$ cat src/hw/usb_ep_pkg.sv
package usb_ep_pkg;

	// ------------------------------
	// Receiver FSM
	// ------------------------------

	// Idle between packets, filling a buffer, or discarding until end of packet
	typedef enum logic [1:0] {
		FILL_IDLE = 2'd0,
		FILL_DATA = 2'd1,
		FILL_DROP = 2'd2
	} fill_state_t;

	// ------------------------------
	// Data CRC-16
	// ------------------------------

	// Reflected form of x^16 + x^15 + x^2 + 1
	localparam logic [15:0] CRC16_POLY = 16'hA001;

	// Register preset before the first byte
	localparam logic [15:0] CRC16_INIT = 16'hFFFF;

	// Remainder after payload plus both CRC bytes of a good packet
	localparam logic [15:0] CRC16_RESIDUAL = 16'hB001;

	// ------------------------------
	// Buffering
	// ------------------------------

	// Ping-pong pair
	localparam int NUM_BUFS = 2;

endpackage

$ cat src/hw/usb_bus_rd.sv
module usb_bus_rd
	import usb_ep_pkg::*;
#(
	parameter int AWIDTH = 6
) (
	input  logic                rd_clk,
	input  logic                arst_n,

	// From the receiver
	input  logic                commit,
	input  logic [AWIDTH:0]     commit_len,
	input  logic                commit_crc_ok,

	// CPU side
	input  logic                bus_rd,
	input  logic [AWIDTH-3:0]   bus_addr,
	input  logic                bus_release,

	// Buffer read ports
	input  logic [31:0]         rd_data_a,
	input  logic [31:0]         rd_data_b,
	output logic [AWIDTH-3:0]   rd_addr,
	output logic                rd_en_a,
	output logic                rd_en_b,

	output logic [NUM_BUFS-1:0] buf_free,
	output logic                pkt_avail,
	output logic [AWIDTH:0]     pkt_len,
	output logic                pkt_crc_ok,
	output logic [31:0]         bus_rdata
);

	localparam int IDXW = $clog2(NUM_BUFS);

	logic [NUM_BUFS-1:0] full;
	logic [AWIDTH:0]     len_q [NUM_BUFS];
	logic [NUM_BUFS-1:0] crc_q;
	logic [IDXW-1:0]     wr_idx;
	logic [IDXW-1:0]     head_idx;
	logic [IDXW-1:0]     rd_sel;

	// ------------------------------
	// Queue bookkeeping
	// ------------------------------

	always_ff @(posedge rd_clk or negedge arst_n) begin
		if (!arst_n) begin
			full     <= '0;
			wr_idx   <= '0;
			head_idx <= '0;
		end else begin
			if (commit) begin
				full[wr_idx] <= 1'b1;
				wr_idx       <= (wr_idx == IDXW'(NUM_BUFS - 1)) ? '0 : wr_idx + 1'b1;
			end
			if (bus_release) begin
				full[head_idx] <= 1'b0;
				head_idx       <= (head_idx == IDXW'(NUM_BUFS - 1)) ? '0 : head_idx + 1'b1;
			end
		end
	end

	// Per-buffer packet info, only meaningful while full
	always_ff @(posedge rd_clk) begin
		if (commit) begin
			len_q[wr_idx] <= commit_len;
			crc_q[wr_idx] <= commit_crc_ok;
		end
	end

	assign buf_free   = ~full;
	assign pkt_avail  = full[head_idx];
	assign pkt_len    = len_q[head_idx];
	assign pkt_crc_ok = crc_q[head_idx];

	// ------------------------------
	// Word reads
	// ------------------------------

	assign rd_addr = bus_addr;
	assign rd_en_a = bus_rd && (head_idx == IDXW'(0));
	assign rd_en_b = bus_rd && (head_idx == IDXW'(1));

	// Which buffer answers, kept past a release
	always_ff @(posedge rd_clk or negedge arst_n) begin
		if (!arst_n) begin
			rd_sel <= '0;
		end else if (bus_rd) begin
			rd_sel <= head_idx;
		end
	end

	assign bus_rdata = (rd_sel == IDXW'(1)) ? rd_data_b : rd_data_a;

	a_bus_needs_pkt: assert property (
		@(posedge rd_clk) disable iff (!arst_n)
		(bus_rd || bus_release) |-> pkt_avail
	);

endmodule

$ cat src/hw/usb_crc16.sv
module usb_crc16
	import usb_ep_pkg::*;
(
	input  logic        rd_clk,
	input  logic        arst_n,
	input  logic        crc_clear,
	input  logic        crc_stb,
	input  logic [7:0]  crc_data,
	output logic        crc_ok
);

	logic [15:0] crc;

	// One byte through the reflected LFSR, bit 0 first
	function automatic logic [15:0] crc_step(
		input logic [15:0] crc_in,
		input logic [7:0]  data
	);
		logic [15:0] c;
		c = crc_in ^ {8'h00, data};
		for (int i = 0; i < 8; i++) begin
			if (c[0]) begin
				c = (c >> 1) ^ CRC16_POLY;
			end else begin
				c = c >> 1;
			end
		end
		return c;
	endfunction

	always_ff @(posedge rd_clk or negedge arst_n) begin
		if (!arst_n) begin
			crc <= CRC16_INIT;
		end else if (crc_clear) begin
			crc <= CRC16_INIT;
		end else if (crc_stb) begin
			crc <= crc_step(crc, crc_data);
		end
	end

	// Good once the appended CRC bytes have been folded in
	assign crc_ok = (crc == CRC16_RESIDUAL);

endmodule

$ cat src/hw/usb_ep_buf.sv
module usb_ep_buf #(
	parameter int AWIDTH = 6
) (
	input  logic                rd_clk,
	input  logic                arst_n,

	// Byte write port
	input  logic [AWIDTH-1:0]   wr_addr,
	input  logic [7:0]          wr_data,
	input  logic                wr_en,

	// Word read port
	input  logic [AWIDTH-3:0]   rd_addr,
	input  logic                rd_en,
	output logic [31:0]         rd_data
);

	localparam int NUM_WORDS = 2 ** (AWIDTH - 2);

	logic [31:0] mem [0:NUM_WORDS-1];

	logic [AWIDTH-3:0] wr_word;
	logic [1:0]        wr_lane;

	// Byte i lives in word i/4, lane i%4
	assign wr_word = wr_addr[AWIDTH-1:2];
	assign wr_lane = wr_addr[1:0];

	// ------------------------------
	// Write side
	// ------------------------------

	always_ff @(posedge rd_clk) begin
		if (wr_en) begin
			mem[wr_word][8*wr_lane +: 8] <= wr_data;
		end
	end

	// ------------------------------
	// Read side
	// ------------------------------

	// Word held until the next enabled read
	always_ff @(posedge rd_clk) begin
		if (rd_en) begin
			rd_data <= mem[rd_addr];
		end
	end

	// Fill side only writes free buffers, bus side only reads the head one
	a_no_rw_collision: assert property (
		@(posedge rd_clk) disable iff (!arst_n)
		!(wr_en && rd_en && (wr_word == rd_addr))
	);

endmodule

$ cat src/hw/usb_ep_out.sv
module usb_ep_out
	import usb_ep_pkg::*;
#(
	parameter int AWIDTH = 6
) (
	input  logic              rd_clk,
	input  logic              arst_n,

	// Packet decoder side
	input  logic              rx_sop,
	input  logic              rx_stb,
	input  logic              rx_eop,
	input  logic [7:0]        rx_data,
	output logic              nak,

	// CPU side
	output logic              pkt_avail,
	output logic [AWIDTH:0]   pkt_len,
	output logic              pkt_crc_ok,
	input  logic              bus_rd,
	input  logic [AWIDTH-3:0] bus_addr,
	output logic [31:0]       bus_rdata,
	input  logic              bus_release
);

	logic [AWIDTH-1:0]   wr_addr;
	logic [7:0]          wr_data;
	logic                wr_en_a;
	logic                wr_en_b;
	logic                commit;
	logic [AWIDTH:0]     commit_len;
	logic                commit_crc_ok;
	logic [NUM_BUFS-1:0] buf_free;
	logic [AWIDTH-3:0]   rd_addr;
	logic                rd_en_a;
	logic                rd_en_b;
	logic [31:0]         rd_data_a;
	logic [31:0]         rd_data_b;

	// ------------------------------
	// Receive path
	// ------------------------------

	usb_rx_fill #(
		.AWIDTH (AWIDTH)
	) i_usb_rx_fill (
		.rd_clk        (rd_clk),
		.arst_n        (arst_n),
		.rx_sop        (rx_sop),
		.rx_stb        (rx_stb),
		.rx_eop        (rx_eop),
		.rx_data       (rx_data),
		.buf_free      (buf_free),
		.wr_addr       (wr_addr),
		.wr_data       (wr_data),
		.wr_en_a       (wr_en_a),
		.wr_en_b       (wr_en_b),
		.commit        (commit),
		.commit_len    (commit_len),
		.commit_crc_ok (commit_crc_ok),
		.nak           (nak)
	);

	// Ping-pong pair
	usb_ep_buf #(
		.AWIDTH (AWIDTH)
	) i_buf_a (
		.rd_clk  (rd_clk),
		.arst_n  (arst_n),
		.wr_addr (wr_addr),
		.wr_data (wr_data),
		.wr_en   (wr_en_a),
		.rd_addr (rd_addr),
		.rd_en   (rd_en_a),
		.rd_data (rd_data_a)
	);

	usb_ep_buf #(
		.AWIDTH (AWIDTH)
	) i_buf_b (
		.rd_clk  (rd_clk),
		.arst_n  (arst_n),
		.wr_addr (wr_addr),
		.wr_data (wr_data),
		.wr_en   (wr_en_b),
		.rd_addr (rd_addr),
		.rd_en   (rd_en_b),
		.rd_data (rd_data_b)
	);

	// ------------------------------
	// Bus side
	// ------------------------------

	usb_bus_rd #(
		.AWIDTH (AWIDTH)
	) i_usb_bus_rd (
		.rd_clk        (rd_clk),
		.arst_n        (arst_n),
		.commit        (commit),
		.commit_len    (commit_len),
		.commit_crc_ok (commit_crc_ok),
		.bus_rd        (bus_rd),
		.bus_addr      (bus_addr),
		.bus_release   (bus_release),
		.rd_data_a     (rd_data_a),
		.rd_data_b     (rd_data_b),
		.rd_addr       (rd_addr),
		.rd_en_a       (rd_en_a),
		.rd_en_b       (rd_en_b),
		.buf_free      (buf_free),
		.pkt_avail     (pkt_avail),
		.pkt_len       (pkt_len),
		.pkt_crc_ok    (pkt_crc_ok),
		.bus_rdata     (bus_rdata)
	);

endmodule

$ cat src/hw/usb_rx_fill.sv
module usb_rx_fill
	import usb_ep_pkg::*;
#(
	parameter int AWIDTH = 6
) (
	input  logic                rd_clk,
	input  logic                arst_n,

	// Byte stream from the packet decoder
	input  logic                rx_sop,
	input  logic                rx_stb,
	input  logic                rx_eop,
	input  logic [7:0]          rx_data,

	// Space reported by the bus side
	input  logic [NUM_BUFS-1:0] buf_free,

	// Shared write port, per-buffer enables
	output logic [AWIDTH-1:0]   wr_addr,
	output logic [7:0]          wr_data,
	output logic                wr_en_a,
	output logic                wr_en_b,

	// Packet hand-off
	output logic                commit,
	output logic [AWIDTH:0]     commit_len,
	output logic                commit_crc_ok,
	output logic                nak
);

	localparam int IDXW = $clog2(NUM_BUFS);

	fill_state_t     state;
	logic [IDXW-1:0] fill_idx;
	logic [AWIDTH:0] cnt;
	logic            cnt_full;
	logic            byte_wr;
	logic            crc_ok;

	// Every address already used, next byte overflows
	assign cnt_full = cnt[AWIDTH];

	assign byte_wr = (state == FILL_DATA) && rx_stb && !cnt_full;

	assign wr_addr = cnt[AWIDTH-1:0];
	assign wr_data = rx_data;
	assign wr_en_a = byte_wr && (fill_idx == IDXW'(0));
	assign wr_en_b = byte_wr && (fill_idx == IDXW'(1));

	// ------------------------------
	// Running CRC
	// ------------------------------

	usb_crc16 i_crc (
		.rd_clk    (rd_clk),
		.arst_n    (arst_n),
		.crc_clear (rx_sop),
		.crc_stb   (byte_wr),
		.crc_data  (rx_data),
		.crc_ok    (crc_ok)
	);

	// ------------------------------
	// Fill FSM
	// ------------------------------

	always_ff @(posedge rd_clk or negedge arst_n) begin
		if (!arst_n) begin
			state    <= FILL_IDLE;
			fill_idx <= '0;
			cnt      <= '0;
			commit   <= 1'b0;
			nak      <= 1'b0;
		end else begin
			commit <= 1'b0;
			nak    <= 1'b0;
			case (state)
				FILL_IDLE: begin
					if (rx_sop) begin
						cnt <= '0;
						if (buf_free[fill_idx]) begin
							state <= FILL_DATA;
						end else begin
							// No room, refuse the whole packet
							nak   <= 1'b1;
							state <= FILL_DROP;
						end
					end
				end
				FILL_DATA: begin
					if (rx_stb) begin
						if (cnt_full) begin
							state <= FILL_DROP;
						end else begin
							cnt <= cnt + 1'b1;
						end
					end else if (rx_eop) begin
						state <= FILL_IDLE;
						// Too short to carry a CRC, discard quietly
						if (cnt >= (AWIDTH+1)'(2)) begin
							commit   <= 1'b1;
							fill_idx <= (fill_idx == IDXW'(NUM_BUFS - 1)) ? '0 : fill_idx + 1'b1;
						end
					end
				end
				FILL_DROP: begin
					if (rx_eop) begin
						state <= FILL_IDLE;
					end
				end
				default: begin
					state <= FILL_IDLE;
				end
			endcase
		end
	end

	// Length without the CRC bytes, CRC verdict at end of packet
	always_ff @(posedge rd_clk) begin
		if ((state == FILL_DATA) && rx_eop) begin
			commit_len    <= cnt - (AWIDTH+1)'(2);
			commit_crc_ok <= crc_ok;
		end
	end

	// ------------------------------
	// Checks
	// ------------------------------

	a_no_stb_idle: assert property (
		@(posedge rd_clk) disable iff (!arst_n)
		!(rx_stb && (state == FILL_IDLE))
	);

	// Index has already moved on when commit fires
	a_commit_free: assert property (
		@(posedge rd_clk) disable iff (!arst_n)
		commit |-> buf_free[$past(fill_idx)]
	);

endmodule

$ cat config.mk
export PLATFORM = sky130hd
export DESIGN_NAME = usb_ep_out
export DESIGN_NICKNAME = d
export VERILOG_FILES = /design/src/hw/usb_ep_pkg.sv /design/src/hw/usb_bus_rd.sv /design/src/hw/usb_crc16.sv /design/src/hw/usb_ep_buf.sv /design/src/hw/usb_ep_out.sv /design/src/hw/usb_rx_fill.sv
export SDC_FILE = /design/constraint.sdc
export NUM_CORES = 1
export LEC_CHECK = 0
export ABC_AREA = 1
export BUFFER_PORTS_ARGS = -buffer_cell sky130_fd_sc_hd__buf_2
export CORE_MARGIN = 2
export CORE_UTILIZATION = 58
export CTS_BUF_LIST = sky130_fd_sc_hd__clkbuf_16
export DETAILED_ROUTE_END_ITERATION = 7
export MAX_ROUTING_LAYER = met4
export PLACE_DENSITY = 0.74
export SYNTH_ARGS = -nofsm -noshare
export SYNTH_HDL_FRONTEND = slang
export SYNTH_SLANG_ARGS = --single-unit
$ cat constraint.sdc
create_clock -name rd_clk -period 4.2 [get_ports rd_clk]
set_input_delay 0.42 -clock rd_clk [delete_from_list [all_inputs] [get_ports rd_clk]]
set_output_delay 0.42 -clock rd_clk [all_outputs]
set_load 0.005 [all_outputs]
==> metrics.cfg <==
[synthesis]
synth_cell_types = 35
yosysTopAreaCell = edfxtp_1
yosysTopAreaCellShare = 0.717
syn-num-nets = 3407
ys_warn_count = 0
synthesis.area_um2 = 46600
syn_inst = 3380
avgSynthCellArea_um2 = 13.8
ys_seq_area_frac = 0.735
ys_ff_latch = 1145
synth.area.top_cells = edfxtp_1 72%, mux2i_1 5.5%, o211ai_1 4.1%, o21ai_0 3.4%, a21oi_1 2.9%

[grt]
antenna_found_initial = 3
grt_pass1_wl_mm = 171
grt_max_degree = 161
grt.overflow.total = 0
grt_pass1_vias = 27600
grt_usage = 0.288

[setup_path]
critPathSlowestCell = dfrtp_1
startpoint_type = flip-flop
critPathBufInv = 4
critPathMaxFanout = 17
cp.required_ns = 4.71
crit_chain = inv_1, ha_1, inv_1, buf_4, nand3_1, nor2_2, buf_4
critPathKind = reg -> reg
crit_arrival_ns = 3.82
critPathMaxStageDelay_ns = 0.72
cp_top_family = simple AND/OR/NAND/NOR gates
cp-end-kind = flip-flop

[final_layout]
syn2layout_area_growth_pct = 11.5
finalCoreUtilization = 0.655
mostFrequentLayoutCells = 1112 x edfxtp_1, 327 x inv_1, 320 x o21ai_0, 288 x nand2_1, 266 x a21oi_1
fin_nets = 3492
final_common_cell = edfxtp_1
drive_gt1_frac = 0.112

[placed_design]
numPortBuffers = 60
hpwl_mm = 67.6
routabilityCongestion = 0.897

[pwr]
vdd_drop_max_mv = 0.404
p_per_area_nw_per_um2 = 518
leakagePower_uw = 0.0190

[clock_tree]
cts_resized = 0
cts_buffers = 111
cts_tree = built
insertion_delay_ns = 0.70
clkTransAtPathRegs_ns = 0.06
cts_buffer_depth = 3
cts_max_level = 3
clock-sinks = 1145
cts-root-buf = clkbuf_16

[drt]
drtIter0Drc = 3642
vias = 28100
viasPerCell = 6.10
wl_mm = 114
wire_per_inst_um = 24.8
ant_nets = 0
drc_errors = 0
dr.pass1.iters = 6

[timing]
tightest_slew_ns = 1.36
finalSetupTns_ns = 0
setup_violations = 0
slew_violations = 0
fin_crit_ns = 3.30
skew_ns = 0.0409
clock.fmax_mhz = 303
rsz0062_at_grt = false
finalHoldViolCount = 0
slew_headroom = 0.0929
period_share = 0.787
hold_ws_ns = 0.101

[die]
std_cell_rows = 103
die-width_um = 287
dieArea_um2 = 82600
initial_utilization = 0.588
io_pins = 61
core_um2 = 79300
die_height_um = 287

[hold_path]
worstHoldPathType = in -> reg

[run_status]
outcome = finished clean

[job]
maxCapViolCount = 0

stage by stage:
step	cells	total power (µW)	setup slack (ns)	instance area, µm²
detailed placement	4398	17400	0.986	48300
global placement	4398	17200	1.15	48300
CTS	4607	26900	0.932	51900
finish	4609	26900	0.896	51900
global route	4609	27700	0.695	51900
floorplan	3380	15800	1.03	46600
state kept, by name, indices dropped and copies added, names as in the netlist, 2 cells and up:
signal	flops
i_usb_rx_fill.commit_len	7
i_usb_bus_rd.len_q	14
i_usb_rx_fill.state	2
i_buf_a.mem	512
i_buf_a.rd_data	32
i_usb_bus_rd.crc_q	2
i_buf_b.rd_data	32
i_usb_rx_fill.cnt	7
i_buf_b.mem	512
i_usb_rx_fill.i_crc.crc	16
i_usb_bus_rd.full	2
worst paths after layout:
kind | startpoint | endpoint | depth (start not counted) | slack [ns]
setup / recovery | i_usb_rx_fill.cnt[0]$_DFFE_PN0P_ | i_buf_a.mem[8][5]$_DFFE_PP_ | 7 | 0.90
hold / removal | rx_eop | i_usb_rx_fill.state[0]$_DFFE_PN0P_ | 4 | 0.10
setup reg to reg | i_usb_rx_fill.cnt[0]$_DFFE_PN0P_ | i_buf_a.mem[8][5]$_DFFE_PP_ | 7 | 0.90
hold reg to reg | i_usb_rx_fill.commit_crc_ok$_DFFE_PP_ | i_usb_bus_rd.crc_q[1]$_DFFE_PP_ | 0 | 0.49
max in group asynchronous | arst_n | i_usb_bus_rd.full[0]$_DFF_PN0_ | 2 | 3.37
min in group asynchronous | arst_n | i_usb_rx_fill.cnt[1]$_DFFE_PN0P_ | 2 | 0.33
power breakdown:
group,switching (µW),internal (µW)
combinational,2610,804
sequential,193,13600
clock,4180,5550
final cells by class:
cell class | instances | area, µm²
flip-flops and latches | 1145 | 34200
fillers | 5490 | 27300
multi-input cells | 1713 | 10300
clock buffers | 113 | 2830
repair buffers | 177 | 1340
well taps | 1050 | 1310
inverters | 317 | 1200
clock inverters | 92 | 749
diodes | 2 | 5.00
metal layers:
metal  vias up  track usage  share of wire
met1     13900        0.379           0.39
met5         -            -              0
met2      1395        0.459           0.49
met3       270       0.0491          0.092
met4         0       0.0954          0.031
li1      12600            -              -
worst min-delay path, delay by kind of cell:
kind / cells / cell delay, ns
AOI/OAI and AO/OA: 1 / 0.10
buffers and inverters: 1 / 0.12
and+or+nand+nor: 2 / 0.12
logic make-up after synthesis:
group,count (synthesis),synth area share
AO/OA/AOI/OAI,865,0.108
XOR/XNOR,10,0.00188
adder cells (fa/ha/maj),8,0.00215
buffers and inverters,522,0.0474
flip-flops,1145,0.735
multiplexers,257,0.0552
AND/OR/NAND/NOR,573,0.0510
repair_timing:
item,4_1_cts,5_1_grt
hold endpoints to repair,21,0
hold buffers,4,0
setup buffers,0,0
cells in the mapped netlist:
library cell  number
dfstp_2           16
nand2_1          288
nor4_1             2
nor2_1           159
inv_1            312
nor3_1            21
a22oi_1            8
a21oi_1          266
buf_1              4
nand3_1           80
o22ai_1            2
inv_2              3
buf_4             29
o21ai_0          320
nand2_2            1
clkinv_1           2
a32oi_1            4
nor2_2            12
mux2i_1          257
clkbuf_1          94
dfrtp_1           17
o21ai_1            6
a31oi_1            1
xor2_1             7
edfxtp_1        1112
xnor2_1            3
buf_6              7
nand4_1            4
buf_2             71
nor2_8             1
ha_1               8
nand2_4            4
o211ai_1         257
a311oi_1           1
nor2_4             1
Power figures use the tool's default switching activity.
